--- src/status_pkg.sv ---
package status_pkg;

    // request width limit of the largest counter kept
    localparam int MAX_REQ_W = 31;
    // channel limit of one router port
    localparam int MAX_VC_NUM = 8;

    // field widths
    localparam int COUNT_W = 5;
    localparam int OCC_W = 5;
    localparam int VC_IDX_W = 3;
    localparam int SUM_W = 6;
    localparam int CSA_W = 3;

    // number of set request bits, 0 to 31
    typedef logic [COUNT_W-1:0] count_t;

    // buffer occupancy of one virtual channel
    typedef logic [OCC_W-1:0] occ_t;

    // binary channel index
    typedef logic [VC_IDX_W-1:0] vc_idx_t;

    // total occupancy, clamps at all ones
    typedef logic [SUM_W-1:0] sum_t;

    // three weight-two carries of one carry-sum block
    typedef logic [CSA_W-1:0] csa_abc_t;

    // registered result of one strobe
    // msb first, 15 bits in total
    typedef struct packed {
        count_t  req_count;
        logic    req_single;
        vc_idx_t min_idx;
        sum_t    occ_total;
    } status_t;

endpackage

--- src/carry_sum_gen.sv ---
`timescale 1ns/1ps

module carry_sum_gen (
    input  logic [6:0]          in_bits,
    output status_pkg::csa_abc_t abc,
    output logic                s
);
    import status_pkg::*;

    // low group of four, high group of three
    logic [3:0] grp_lo;
    logic [2:0] grp_hi;
    // ones in each group
    logic [2:0] ones_lo;
    logic [1:0] ones_hi;

    assign grp_lo = in_bits[3:0];
    assign grp_hi = in_bits[6:4];

    assign ones_lo = {2'b00, grp_lo[0]} + {2'b00, grp_lo[1]}
                   + {2'b00, grp_lo[2]} + {2'b00, grp_lo[3]};
    assign ones_hi = {1'b0, grp_hi[0]} + {1'b0, grp_hi[1]} + {1'b0, grp_hi[2]};

    // parity of the whole block
    assign s = ones_lo[0] ^ ones_hi[0];

    // a when the low group holds two or more
    assign abc[2] = (ones_lo > 3'd1);
    // b when the high group holds two or more
    assign abc[1] = (ones_hi > 2'd1);
    // c covers four in the low group, or two odd groups
    // that pair up into one more carry
    assign abc[0] = (ones_lo == 3'd4) | (ones_lo[0] & ones_hi[0]);

endmodule

--- src/pop_count_15.sv ---
`timescale 1ns/1ps

module pop_count_15 (
    input  logic [14:0] in_bits,
    output logic [3:0]  count
);
    import status_pkg::*;

    // first level carries and parities
    csa_abc_t abc_lo;
    csa_abc_t abc_hi;
    logic     s_lo;
    logic     s_hi;
    // last bit plus both parities
    logic [1:0] tail_sum;
    // second level block on the weight-two bits
    csa_abc_t abc_top;
    logic     s_top;

    carry_sum_gen u_csa_lo (
        .in_bits (in_bits[6:0]),
        .abc     (abc_lo),
        .s       (s_lo)
    );

    carry_sum_gen u_csa_hi (
        .in_bits (in_bits[13:7]),
        .abc     (abc_hi),
        .s       (s_hi)
    );

    // weight-one column
    assign tail_sum = {1'b0, in_bits[14]} + {1'b0, s_lo} + {1'b0, s_hi};
    assign count[0] = tail_sum[0];

    // six carries and the tail carry, all weight two
    carry_sum_gen u_csa_top (
        .in_bits ({abc_lo, abc_hi, tail_sum[1]}),
        .abc     (abc_top),
        .s       (s_top)
    );

    // (7,3) step folded in here
    assign count[1] = s_top;
    assign count[3:2] = {1'b0, abc_top[2]} + {1'b0, abc_top[1]} + {1'b0, abc_top[0]};

endmodule

--- src/pop_count_31.sv ---
`timescale 1ns/1ps

module pop_count_31 (
    input  logic [30:0]          in_bits,
    output status_pkg::count_t   count
);
    import status_pkg::*;

    localparam int CHAIN_N = 4;

    // parities of the first four blocks
    logic [CHAIN_N-1:0] s_chain;
    // parity of the closing block, weight one
    logic               s_last;
    // fifteen weight-two carries
    logic [14:0]        abc_bits;
    // count of the carries
    logic [3:0]         carry_count;

    // four blocks over in_bits[27:0]
    genvar i;
    generate
        for (i = 0; i < CHAIN_N; i = i + 1) begin : g_csa
            carry_sum_gen u_csa (
                .in_bits (in_bits[i*7 +: 7]),
                .abc     (abc_bits[i*3 +: 3]),
                .s       (s_chain[i])
            );
        end
    endgenerate

    // closing block takes the top three inputs
    // and the four parities of the chain
    carry_sum_gen u_csa_last (
        .in_bits ({s_chain, in_bits[30:28]}),
        .abc     (abc_bits[14:12]),
        .s       (s_last)
    );

    // carries weigh two, so their count shifts up by one
    pop_count_15 u_pop_count_15 (
        .in_bits (abc_bits),
        .count   (carry_count)
    );

    assign count = {carry_count, s_last};

endmodule

--- src/request_counter.sv ---
`timescale 1ns/1ps

module request_counter #(
    parameter int REQ_W = 24
) (
    input  logic [REQ_W-1:0]     req,
    output status_pkg::count_t   req_count,
    output logic                 req_single
);
    import status_pkg::*;

    // smallest kept counter that covers the request vector
    localparam int PC_W = (REQ_W < 16) ? 15 : 31;

    // zero-padded counter input
    logic [PC_W-1:0] pc_in;

    always_comb begin
        pc_in = '0;
        pc_in[REQ_W-1:0] = req;
    end

    generate
        if (PC_W == 15) begin : g_pc15
            // four-bit result widened to count_t
            logic [3:0] cnt15;

            pop_count_15 u_pop_count (
                .in_bits (pc_in),
                .count   (cnt15)
            );

            assign req_count = count_t'(cnt15);
        end else begin : g_pc31
            pop_count_31 u_pop_count (
                .in_bits (pc_in),
                .count   (req_count)
            );
        end
    endgenerate

    // zero or one request set
    assign req_single = (req_count <= count_t'(1));

endmodule

--- src/min_finder.sv ---
`timescale 1ns/1ps

module min_finder #(
    parameter int VC_NUM = 4
) (
    input  status_pkg::occ_t [VC_NUM-1:0] occ,
    output logic [VC_NUM-1:0]             min_onehot
);
    import status_pkg::*;

    // le_pair[i][j] holds occ[i] <= occ[j]
    // only the upper triangle j > i is built
    logic [VC_NUM-1:0][VC_NUM-1:0] le_pair;

    always_comb begin
        le_pair = '0;
        for (int i = 0; i < VC_NUM; i++) begin
            for (int j = i + 1; j < VC_NUM; j++) begin
                le_pair[i][j] = (occ[i] <= occ[j]);
            end
        end
    end

    // channel i wins when not above any later channel
    // and strictly below every earlier one
    always_comb begin
        logic win;
        for (int i = 0; i < VC_NUM; i++) begin
            win = 1'b1;
            for (int j = 0; j < VC_NUM; j++) begin
                if (j > i) begin
                    win = win & le_pair[i][j];
                end else if (j < i) begin
                    // lower triangle, inverse of the mirrored pair
                    win = win & ~le_pair[j][i];
                end
            end
            min_onehot[i] = win;
        end
    end

endmodule

--- src/onehot_encoder.sv ---
`timescale 1ns/1ps

module onehot_encoder #(
    parameter int VC_NUM = 4
) (
    input  logic [VC_NUM-1:0]   onehot,
    output status_pkg::vc_idx_t idx
);
    import status_pkg::*;

    // constant index per channel
    vc_idx_t [VC_NUM-1:0] idx_table;
    // table entries gated by their select bit
    vc_idx_t [VC_NUM-1:0] idx_masked;

    genvar i;
    generate
        for (i = 0; i < VC_NUM; i = i + 1) begin : g_entry
            assign idx_table[i] = vc_idx_t'(i);
            // replicate select across the entry
            assign idx_masked[i] = idx_table[i] & {VC_IDX_W{onehot[i]}};
        end
    endgenerate

    // only one entry survives the mask, so an or picks it
    always_comb begin
        idx = '0;
        for (int k = 0; k < VC_NUM; k++) begin
            idx = idx | idx_masked[k];
        end
    end

endmodule

--- src/occupancy_sum.sv ---
`timescale 1ns/1ps

module occupancy_sum #(
    parameter int VC_NUM = 4
) (
    input  status_pkg::occ_t [VC_NUM-1:0] occ,
    output status_pkg::sum_t              occ_total
);
    import status_pkg::*;

    // one spare bit keeps the overflow slice non-empty
    localparam int FULL_W = OCC_W + $clog2(VC_NUM) + 1;

    logic [FULL_W-1:0] full_sum;
    logic              overflow;

    // plain adder chain
    always_comb begin
        full_sum = '0;
        for (int k = 0; k < VC_NUM; k++) begin
            full_sum = full_sum + FULL_W'(occ[k]);
        end
    end

    // anything above sum_t means clamp
    assign overflow = |full_sum[FULL_W-1:SUM_W];

    assign occ_total = overflow ? '1 : full_sum[SUM_W-1:0];

endmodule

--- src/vc_status_unit.sv ---
`timescale 1ns/1ps

module vc_status_unit #(
    parameter int REQ_W = 24,
    parameter int VC_NUM = 4
) (
    input  logic                           clk,
    input  logic                           arst_n,
    input  logic                           in_valid,
    input  logic [REQ_W-1:0]               req,
    input  status_pkg::occ_t [VC_NUM-1:0]  occ,
    output logic                           out_valid,
    output status_pkg::status_t            status,
    output logic [VC_NUM-1:0]              min_onehot
);
    import status_pkg::*;

    // width limits of the counters and the index type
    if (REQ_W < 1 || REQ_W > MAX_REQ_W) begin : g_bad_req_w
        $error("REQ_W out of range");
    end
    if (VC_NUM < 2 || VC_NUM > MAX_VC_NUM) begin : g_bad_vc_num
        $error("VC_NUM out of range");
    end

    // combinational results of the current strobe
    status_t            status_c;
    logic [VC_NUM-1:0]  min_onehot_c;

    request_counter #(
        .REQ_W (REQ_W)
    ) u_request_counter (
        .req        (req),
        .req_count  (status_c.req_count),
        .req_single (status_c.req_single)
    );

    min_finder #(
        .VC_NUM (VC_NUM)
    ) u_min_finder (
        .occ        (occ),
        .min_onehot (min_onehot_c)
    );

    onehot_encoder #(
        .VC_NUM (VC_NUM)
    ) u_onehot_encoder (
        .onehot (min_onehot_c),
        .idx    (status_c.min_idx)
    );

    occupancy_sum #(
        .VC_NUM (VC_NUM)
    ) u_occupancy_sum (
        .occ       (occ),
        .occ_total (status_c.occ_total)
    );

    // single output stage, valid follows the strobe
    always_ff @(posedge clk or negedge arst_n) begin
        if (!arst_n) begin
            out_valid  <= 1'b0;
            status     <= '0;
            min_onehot <= '0;
        end else begin
            out_valid <= in_valid;
            // payload only moves on a strobe
            if (in_valid) begin
                status     <= status_c;
                min_onehot <= min_onehot_c;
            end
        end
    end

    // winner vector from min_finder must stay one-hot
    a_min_onehot: assert property (
        @(posedge clk) disable iff (!arst_n)
        out_valid |-> $onehot(min_onehot)
    ) else $error("min_onehot not one-hot");

    // every result traces back to a strobe one edge earlier
    a_valid_follows_strobe: assert property (
        @(posedge clk) disable iff (!arst_n)
        out_valid |-> $past(in_valid)
    ) else $error("out_valid without strobe");

    // flag and count come from the same counter tree
    a_single_matches_count: assert property (
        @(posedge clk) disable iff (!arst_n)
        out_valid |-> (status.req_single == (status.req_count <= count_t'(1)))
    ) else $error("req_single disagrees with req_count");

endmodule

--- config.mk ---
export PLATFORM = sky130hd
export DESIGN_NAME = vc_status_unit
export DESIGN_NICKNAME = d
export VERILOG_FILES = /design/src/status_pkg.sv /design/src/carry_sum_gen.sv /design/src/pop_count_15.sv /design/src/pop_count_31.sv /design/src/request_counter.sv /design/src/min_finder.sv /design/src/onehot_encoder.sv /design/src/occupancy_sum.sv /design/src/vc_status_unit.sv
export SDC_FILE = /design/constraint.sdc
export NUM_CORES = 1
export LEC_CHECK = 0
export BUFFER_PORTS_ARGS = -buffer_cell sky130_fd_sc_hd__buf_2
export CORE_UTILIZATION = 40
export CTS_CLUSTER_SIZE = 10
export DETAILED_ROUTE_END_ITERATION = 7
export PLACE_DENSITY = 0.63
export SETUP_SLACK_MARGIN = 0.2
export SLEW_MARGIN = 40
export SYNTH_ARGS = -nofsm -noshare
export SYNTH_HDL_FRONTEND = slang
export SYNTH_SLANG_ARGS = --single-unit
--- constraint.sdc ---
create_clock -name clk -period 1.05 [get_ports clk]
set_input_delay 0.21 -clock clk [delete_from_list [all_inputs] [get_ports clk]]
set_output_delay 0.21 -clock clk [all_outputs]
set_load 0.01 [all_outputs]
; Word-level counts from Yosys, hierarchy flattened
; Index checks and enable logic that the tools add are counted.
[totals]
register_bits = 20
in_bits = 47
[op_classes]
eq_ne = 7
n_mux = 1
n_addsub = 40
magnitude_cmp = 22
n_bitwise = 36
n_reduce_logical = 1
[op_table]
columns = op, n
row1 = $add 1x1->2, 16
row2 = $le 5x5->1, 6
row3 = $add 3x1->3, 8
row4 = $eq 3x3->1 const B, 7
row5 = $gt 3x1->1 const B, 7
row6 = $add 2x1->2, 9
row7 = $add 8x5->8, 2
row8 = $and 1x1->1, 15
row9 = $gt 2x1->1 const B, 7
row10 = $add 2x1->3, 4
row11 = $xor 1x1->1, 7
row12 = $add 5x5->6, 1
row13 = $mux 6, 1
row14 = $not 1->1, 6
row15 = $or 1x1->1, 6
row16 = $le 5x1->1 const B, 1
row17 = $or 1x2->2, 1
row18 = $or 2x2->2, 1
row19 = $reduce_or 2->1, 1
row20 = $gt 1x1->1 const B, 1

; Depth between registers and ports, before layout
; Gate-level depths: netlist (run 1).
[depth]
depth_word = 18
ltp_mapped = 22
mapped_depth_nobuf = 22

; Cells and area by module
; From an unflattened synthesis (run 1), not the netlist that was laid out.
[hier_totals]
hier_cells = 369
hier_area_um2 = 3266.9
[modules_own_cells]
columns = module, area_per_inst_um2, cells_per_inst, seq_area_each_um2, n_inst
row1 = carry_sum_gen, 142.6, 20, 0.0, 8
row2 = vc_status_unit, 783.3, 41, 500.5, 1
row3 = min_finder, 703.2, 91, 0.0, 1
row4 = occupancy_sum, 536.8, 66, 0.0, 1
row5 = pop_count_15, 55.1, 4, 0.0, 1
row6 = onehot_encoder, 23.8, 4, 0.0, 1
row7 = request_counter, 16.3, 2, 0.0, 1
row8 = pop_count_31, 7.5, 1, 0.0, 1

; Worst setup path before layout (run 1)
; No wires, ideal clock.
[synth_path]
path_type = input -> register
start = input req[7]
end = register status[9] in the netlist's numbering
arrival_ps = 4461
setup_slack_ps = -3548
path_buffers = 0
t_required_ps = 914
setup_time_ps = 136
path_stages = 17
cell_sequence = inv_1 fa_1 inv_1 ha_1 ha_1 fa_1 ha_1 inv_1 fa_1 inv_1 fa_1 inv_1 fa_1 o31ai_1 fa_1 nand4_1 o21ai_0
[synth_between]
elab_chain_cells = 18
word_cells_on_any_way = 44
[synth_lines]
columns = item, line_no
row1 = "start, declared", vc_status_unit.sv:10  ; input logic [REQ_W-1:0] req,
row2 = $add 1x1->2 (*), carry_sum_gen.sv:20  ; assign ones_lo = {2'b00, grp_lo[0]} + {2'b00, grp_lo[1]}
row3 = $add 2x1->3 (*), carry_sum_gen.sv:21  ; + {2'b00, grp_lo[2]} + {2'b00, grp_lo[3]};
row4 = $add 3x1->3 (*), carry_sum_gen.sv:21
row5 = $xor 1x1->1, carry_sum_gen.sv:25  ; assign s = ones_lo[0] ^ ones_hi[0];
row6 = $add 1x1->2, carry_sum_gen.sv:22  ; assign ones_hi = {1'b0, grp_hi[0]} + {1'b0, grp_hi[1]} + {1'b0, grp_hi[2]};
row7 = $add 2x1->2, carry_sum_gen.sv:22
row8 = $and 1x1->1, carry_sum_gen.sv:33  ; assign abc[0] = (ones_lo == 3'd4) | (ones_lo[0] & ones_hi[0]);
row9 = $add 1x1->2, carry_sum_gen.sv:22
row10 = $add 2x1->2, carry_sum_gen.sv:22
row11 = $xor 1x1->1 / $and 1x1->1 (equally long branches), "carry_sum_gen.sv:25, carry_sum_gen.sv:33"
row12 = $add 2x1->2 / $or 1x1->1 (equally long branches), "pop_count_15.sv:33, carry_sum_gen.sv:33"
row13 = $add 1x1->2, carry_sum_gen.sv:20
row14 = $add 3x1->3 (2 in a row), carry_sum_gen.sv:21
row15 = $gt 3x1->1 (tied with other cells), carry_sum_gen.sv:28  ; assign abc[2] = (ones_lo > 3'd1);
row16 = $add 1x1->2 / $or 1x1->1 (equally long branches), "pop_count_15.sv:45, carry_sum_gen.sv:33"
row17 = $add 2x1->2, pop_count_15.sv:45  ; assign count[3:2] = {1'b0, abc_top[2]} + {1'b0, abc_top[1]} + {1'b0, abc_top[0]};
row18 = $le 5x1->1 (*), request_counter.sv:43  ; assign req_single = (req_count <= count_t'(1));
row19 = "end signal, assigned", vc_status_unit.sv:69  ; status <= status_c;
row20 = "end, declared", vc_status_unit.sv:13  ; output status_pkg::status_t status,
; Mark *: on every way between the ends. The rest lies on a longest branch, timed or not.
; A chain may end at the register's enable or synchronous reset.

; Worst setup path in the final report (run 1)
[layout_path]
start = input req[10]
end = register status[9] in the netlist's numbering
[layout_between]
elab_chain_cells = 16
word_cells_on_any_way = 42
[layout_lines]
columns = item, line_no
row1 = $add 3x1->3 (*), carry_sum_gen.sv:21
row2 = $xor 1x1->1, carry_sum_gen.sv:25
row3 = $add 1x1->2, carry_sum_gen.sv:22
row4 = $add 2x1->2, carry_sum_gen.sv:22
row5 = $and 1x1->1, carry_sum_gen.sv:33
row6 = $add 1x1->2, carry_sum_gen.sv:22
row7 = $add 2x1->2, carry_sum_gen.sv:22
row8 = $xor 1x1->1 / $and 1x1->1 (equally long branches), "carry_sum_gen.sv:25, carry_sum_gen.sv:33"
row9 = $add 2x1->2 / $or 1x1->1 (equally long branches), "pop_count_15.sv:33, carry_sum_gen.sv:33"
row10 = $add 1x1->2, carry_sum_gen.sv:20
row11 = $add 3x1->3 (2 in a row), carry_sum_gen.sv:21
row12 = $gt 3x1->1 (tied with other cells), carry_sum_gen.sv:28
row13 = $add 1x1->2 / $or 1x1->1 (equally long branches), "pop_count_15.sv:45, carry_sum_gen.sv:33"
row14 = $add 2x1->2, pop_count_15.sv:45
row15 = $le 5x1->1 (*), request_counter.sv:43
; Marks and branches as above.

==> impl_metrics.env, run 1 <==
export IMPL_synthXorXnorAreaFrac=0.01941
export IMPL_crit_start="req[10]"
export IMPL_synth_mux_area_frac=0.02033
export IMPL_crit_path_start_kind="input port"
export IMPL_min_period_over_period=4.042
export IMPL_antenna_cells=0
export IMPL_synth_compound_area_frac=0.1372
export IMPL_finalHoldViolations=0
export IMPL_coreArea_um2=6459
export IMPL_fin_skew_ns=0
export IMPL_drc=10
export IMPL_initial_utilization=0.4192
export IMPL_synth_warnings=0
export IMPL_layout_setup_ws_ns=-3.194
export IMPL_die_x_um=84.28
export IMPL_place_port_buffers=65
export IMPL_path_depth=19
export IMPL_cts_buffers=3
export IMPL_drtIter0Drc=69
export IMPL_routed_wl_um=7321
export IMPL_via_count=2507
export IMPL_yosysMostFrequentCell="inv_1"
export IMPL_synthesis_area_um2=2708
export IMPL_p_per_area_nw_per_um2=1891
export IMPL_synthArstFlopShare=1.000
export IMPL_seq_area_frac_synth=0.1756
export IMPL_syn_to_final_growth_pct=63.40
export IMPL_crit_family="adder cells"
export IMPL_synth_ff_type="dfrtp_1"
export IMPL_die_y_um=84.28
export IMPL_grt_usage=0.2199
export IMPL_critical_path_slowest_cell="fa_1"
export IMPL_clkSlewWorstSetupHoldPaths_ns=0.08
export IMPL_yosys_area_share_simple=0.06654
export IMPL_grt_antenna_before_repair=0
export IMPL_cts_sinks=19
export IMPL_dr_pass1_iters=6
export IMPL_place_ws_ns=-3.742
export IMPL_crit_path_frequent_cell="inv_2"
export IMPL_die_area_um2=7102
export IMPL_netlist_area_leader_share=0.3004
export IMPL_wl_per_cell_um=14.58
export IMPL_netlist_top_cells_count="inv_1, ha_1, fa_1"
export IMPL_syn_inst=292
export IMPL_ios=67
export IMPL_ys_ff_latch=19
export IMPL_grt_pass1_vias=2769
export IMPL_synthAdderAreaFrac=0.4630
export IMPL_rows=29
export IMPL_min_period_ns=4.244
export IMPL_setup_viol=18
export IMPL_r2r_start="status[1]"
export IMPL_arrival_ns=4.39
export IMPL_place_gp_congestion=0.8557
export IMPL_cp_required_ns=1.20
export IMPL_total_power_uw=8365
export IMPL_hold_class="in2reg"
export IMPL_crit_chain="buf_6 -> inv_2 -> fa_1 -> inv_2 -> ha_4 -> ha_4 -> fa_1 -> ha_4 -> inv_2 -> fa_1 -> inv_2 -> fa_2 -> inv_2 -> fa_2 -> buf_6 -> a31oi_4 -> fa_1 -> nand4_1 -> o21ai_1"
export IMPL_ys_top_cells_by_area="ha_1, dfrtp_1, fa_1"
export IMPL_nets=560
export IMPL_syn_nets=426
export IMPL_synth_largest_area_cell="ha_1"
export IMPL_drv_cap=0
export IMPL_r2r_setup_slack_ns=0.10
export IMPL_report_final_slew_viol_count=0
export IMPL_p_leak_uw=0.002202
export IMPL_clockBufferDepth=2
export IMPL_h_tree_depth=1
export IMPL_hold_slack_ns=0.2742
export IMPL_cts_tree="built"
export IMPL_synth_distinct_cells=36
export IMPL_path_class="in2reg"
export IMPL_gr_total_overflow=0
export IMPL_r2r_end="status[1]"
export IMPL_violations="DRC, setup timing"
export IMPL_synth_top_family_by_area="adder cells"
export IMPL_ant_nets=0
export IMPL_endpoint_kind="flop"
export IMPL_reg2regPathDepth=3
export IMPL_grt_pass1_wl_um=12500
export IMPL_critPathCapture="status[9]"
export IMPL_status="complete, but fails checks"
export IMPL_grt_max_degree=20
export IMPL_max_clock_freq_mhz=235.6
export IMPL_max_stage_delay_ns=0.55
export IMPL_syn_area_per_cell_um2=9.273
export IMPL_peakVddDrop_mv=1.880
export IMPL_rsz0062_at_grt="true"
export IMPL_drive_gt1_frac=0.5341
export IMPL_post_dp_hpwl_um=5710
export IMPL_clk_latency_ns=0.25
export IMPL_cp_num_buf_inv=7
export IMPL_via_per_inst=4.994
export IMPL_path_max_fanout=4
export IMPL_synth_edf_count=0
export IMPL_cts_root_buf="clkbuf_8"
worst min-delay path by stage:
| stage | from | endpoint | slack (ns) | cells after the start |
|---|---|---|---|---|
| after global placement | arst_n | min_onehot[3] | 0.17 | 1 |
| after floorplan | arst_n | min_onehot[0] | -0.09 | 0 |
| after detailed placement | arst_n | min_onehot[3] | 0.17 | 1 |
| after global routing | in_valid | out_valid | 0.28 | 2 |
| after CTS | in_valid | out_valid | 0.27 | 2 |
| final | in_valid | out_valid | 0.27 | 2 |
power by group:
group	internal [µW]	leakage (µW)	switching, µW
combinational	3630	0.00195	3090
sequential	992	0.000229	147
clock	264	0.0000255	239
total	4890	0.00220	3480
sequential cells by signal (all words and copies together) (netlist names):
name and flops:
min_onehot 4, out_valid 1, status 14
layer usage:
metal	vias up	wire (µm)	share of wire	GRT usage
met2	54	3795	0.52	0.4039
li1	1226	-	-	-
met5	-	0	0	0
met1	1223	3209	0.44	0.2847
met4	0	47	0.0064	0.02665
met3	4	269	0.037	0.02655
worst register-to-register path: stages (launching register included):
cell     delay [ns]
dfrtp_1        0.39
buf_4          0.13
buf_4          0.12
o22a_1         0.19
cells by family after synthesis:
logic type / count (synthesis)
XOR/XNOR: 6
adder cells (fa/ha/maj): 87
AND/OR/NAND/NOR: 37
multiplexers: 5
flip-flops: 19
AO/OA/AOI/OAI: 54
other: 1
buffers and inverters: 83
layout make-up:
class                   count  area, µm²
fillers                   495       2034
flip-flops and latches     19      475.5
well taps                  77      96.34
repair buffers            133      978.4
clock buffers               3      41.29
multi-input cells         190       2502
clock inverters             1      5.005
inverters                  79      325.3
what timing repair did:
item	in CTS	in global routing
buffers inserted	11	6
gates resized for setup	68	24
pin swaps	24	31
hold buffers	1	0
endpoints found under the hold margin	19	0
setup endpoints to repair	37	37
stage by stage:
| step | TNS [ns] | instance area (µm²) | instances | utilization |
|---|---|---|---|---|
| final | -28.24 | 4424 | 502 | 0.6850 |
| after global routing | -29.93 | 4424 | 502 | 0.6850 |
| after CTS | -27.80 | 4277 | 496 | 0.6621 |
| after detailed placement | -34.89 | 3739 | 480 | 0.5788 |
| after global placement | -34.33 | 3739 | 480 | 0.5788 |
| after floorplan | -29.47 | 2960 | 292 | - |
placed cells by master, fill, tap and decap left out, types with 13 or more instances in the layout:
master / Yosys / final
buf_6: 0 / 24
buf_4: 1 / 55
buf_2: 0 / 51
fa_1: 22 / 18
dfrtp_1: 19 / 19
ha_1: 65 / 32
inv_1: 79 / 57
ha_4: 0 / 31
a21oi_1: 16 / 13
inv_2: 0 / 18
No activity file was read; power rests on OpenSTA's default activity.
==> inputs of run 2 (changes only) <==
--- a/config.mk
+++ b/config.mk
@@ -5,11 +5,13 @@
 export SDC_FILE = /design/constraint.sdc
 export NUM_CORES = 1
 export LEC_CHECK = 0
+export ABC_AREA = 1
 export BUFFER_PORTS_ARGS = -buffer_cell sky130_fd_sc_hd__buf_2
 export CORE_UTILIZATION = 40
 export CTS_CLUSTER_SIZE = 10
 export DETAILED_ROUTE_END_ITERATION = 7
-export PLACE_DENSITY = 0.63
+export GPL_ROUTABILITY_DRIVEN = 0
+export PLACE_DENSITY = 0.62
 export SETUP_SLACK_MARGIN = 0.2
 export SLEW_MARGIN = 40
 export SYNTH_ARGS = -nofsm -noshare
==> run 2 against run 1 <==
  * The run ends with setup timing left
  * Synthesized cell count is 28% higher
  * Via count is 9.0% higher
  * Non-clock buffer count is 5 lower
  * Largest cell class unchanged
==> impl_metrics.env, run 2 <==
export IMPL_status="complete, but fails checks"
export IMPL_violations="setup timing"
export IMPL_antenna_cells=0
export IMPL_synthesis_area_um2=2892
export IMPL_tns_ns=-24.75
export IMPL_path_max_fanout=3
export IMPL_drtIter0Drc=45
export IMPL_nets=638
export IMPL_coreArea_um2=6907
export IMPL_clockBufferDepth=2
export IMPL_min_period_over_period=4.173
export IMPL_postLayoutCoreUtil=0.7228
export IMPL_ys_ff_latch=19
export IMPL_die_x_um=87.02
export IMPL_synthArstFlopShare=1.000
export IMPL_clkSlewWorstSetupHoldPaths_ns=0.07
export IMPL_rows=30
export IMPL_cts_tree="built"
export IMPL_p_per_area_nw_per_um2=1935
export IMPL_synth_largest_area_cell="ha_1"
export IMPL_layout_common_cells="inv_1, nand2_1, buf_4"
export IMPL_synth_warnings=0
export IMPL_routed_wl_um=7725
export IMPL_path_class="in2reg"
export IMPL_wl_per_cell_um=12.90
export IMPL_rsz0062_at_grt="true"
export IMPL_drv_cap=0
export IMPL_die_area_um2=7572
export IMPL_place_port_buffers=65
export IMPL_nFillCells=524
export IMPL_endpoint_kind="flop"
export IMPL_grt_pass1_vias=2927
export IMPL_cp_required_ns=1.20
export IMPL_dr_pass1_iters=4
export IMPL_setup_viol=18
export IMPL_top_register="status"
export IMPL_layout_commonest_cell="inv_1"
export IMPL_syn_nets=509
export IMPL_fin_skew_ns=0
export IMPL_max_clock_freq_mhz=228.2
export IMPL_cts_sinks=19
export IMPL_report_final_slew_viol_count=0
export IMPL_gr_total_overflow=0
export IMPL_post_dp_hpwl_um=6294
export IMPL_largest_reg_flops=14
export IMPL_synth_ff_type="dfrtp_1"
export IMPL_grt_usage=0.2116
export IMPL_ys_top_cells_by_area="ha_1, dfrtp_1, fa_1"
export IMPL_hold_class="in2reg"
export IMPL_drc=0
export IMPL_ios=67
export IMPL_p_leak_uw=0.002513
export IMPL_netlist_top_cells_count="inv_1, nand2_1, ha_1"
export IMPL_reg_top3="status: 14 flops, min_onehot: 4 flops, out_valid: 1 flops"
export IMPL_seq_area_frac_synth=0.1644
export IMPL_yosysMostFrequentCell="inv_1"
export IMPL_via_count=2732
export IMPL_seq_area_um2=475.5
export IMPL_multi_input_area_um2=2897
export IMPL_layout_setup_ws_ns=-3.332
export IMPL_crit_family="adder cells"
export IMPL_critical_path_slowest_cell="fa_1"
export IMPL_h_tree_depth=1
export IMPL_arrival_ns=4.53
export IMPL_max_stage_delay_ns=0.55
export IMPL_total_power_uw=9662
export IMPL_grt_antenna_before_repair=0
export IMPL_grt_pass1_wl_um=12610
export IMPL_synth_edf_count=0
export IMPL_cts_buffers=3
export IMPL_netlist_area_leader_share=0.2813
export IMPL_min_period_ns=4.382
export IMPL_crit_path_start_kind="input port"
export IMPL_initial_utilization=0.4187
export IMPL_ant_nets=0
export IMPL_finalHoldViolations=0
export IMPL_peakVddDrop_mv=1.627
export IMPL_cp_num_buf_inv=7
export IMPL_clk_latency_ns=0.25
export IMPL_crit_chain="buf_6 -> inv_2 -> fa_1 -> inv_2 -> ha_4 -> ha_4 -> fa_1 -> ha_4 -> inv_2 -> fa_1 -> inv_2 -> fa_2 -> inv_2 -> fa_2 -> inv_2 -> ha_4 -> a21oi_2 -> fa_1 -> nand2_1 -> o41ai_2"
export IMPL_cts_root_buf="clkbuf_8"
export IMPL_syn_to_final_growth_pct=72.65
export IMPL_syn_area_per_cell_um2=7.711
export IMPL_synth_distinct_cells=26
export IMPL_die_y_um=87.02
export IMPL_grt_max_degree=20
export IMPL_drive_gt1_frac=0.5567
export IMPL_syn_inst=375
export IMPL_via_per_inst=4.561
export IMPL_crit_path_frequent_cell="inv_2"
-- run 2: cells by family (layout without fill, tap and decap cells) --
kind of cell               after synthesis  after routing  share of synthesized area
DFF                                     19             19                     0.1644
other                                    1              1                   0.001297
xor gates and xnor gates                 5              5                    0.01514
buffers and inverters                  100            228                     0.1315
AOI/OAI and AO/OA                       33             33                    0.06447
adders and majority gates               87             87                     0.4336
and+or+nand+nor                        129            129                     0.1856
muxes                                    1              1                   0.003894
-- run 2: cell type report --
class	instances	share of cell area
multi-input cells	256	0.5802
repair buffers	128	0.2015
flip-flops and latches	19	0.09524
inverters	96	0.08972
well taps	96	0.02406
clock buffers	3	0.008271
clock inverters	1	0.001003
-- run 2: final timing paths --
check	startpoint	end	slack, ns	cells after the start
hold / removal	in_valid	out_valid	0.31	2
setup reg to reg	status[2]	status[2]	0.17	4
hold reg to reg	status[12]	status[12]	0.48	2
max in group asynchronous	arst_n	min_onehot[2]	0.33	2
setup / recovery	req[10]	status[9]	-3.33	20
min in group asynchronous	arst_n	status[9]	0.42	2
-- run 2: stage by stage --
step / hold WS [ns] / cells / setup WS (ns) / area (µm²)
2_1_floorplan: -0.08559 / 375 / -3.453 / 3425
3_3_place_gp: 0.1653 / 582 / -3.671 / 4225
3_5_place_dp: 0.1686 / 582 / -3.795 / 4225
4_1_cts: 0.2770 / 593 / -3.372 / 4742
5_1_grt: 0.2968 / 599 / -3.493 / 4992
6_report: 0.3124 / 599 / -3.332 / 4992
-- run 2: power breakdown --
group | switching [µW] | internal [µW] | leakage [µW]
registers | 124 | 984 | 0.000231
logic | 3850 | 4210 | 0.00226
clock network | 233 | 263 | 0.0000255
-- run 2: what timing repair did --
| action | 4_1_cts | 5_1_grt |
|---|---|---|
| pin swaps | 47 | 33 |
| cloned | 0 | 0 |
| buffers inserted | 6 | 6 |
| resized for setup | 97 | 48 |
| endpoints found under the setup margin | 37 | 37 |
| hold buffers | 1 | 0 |
| endpoints found under the hold margin | 19 | 0 |
-- run 2: routing by layer --
layer | GRT usage | routed length (µm) | up-vias
met2 | 0.3901 | 3903 | 55
met3 | 0.02654 | 246 | 8
met1 | 0.2694 | 3501 | 1274
met5 | 0 | 0 | -
met4 | 0.02727 | 74 | 0
li1 | - | - | 1395
-- run 2: worst reg2reg max path, cell delays in order (launching register included) --
cell	delay (ns)
dfrtp_1	0.38
buf_4	0.13
buf_4	0.12
o21ai_1	0.11
inv_1	0.05
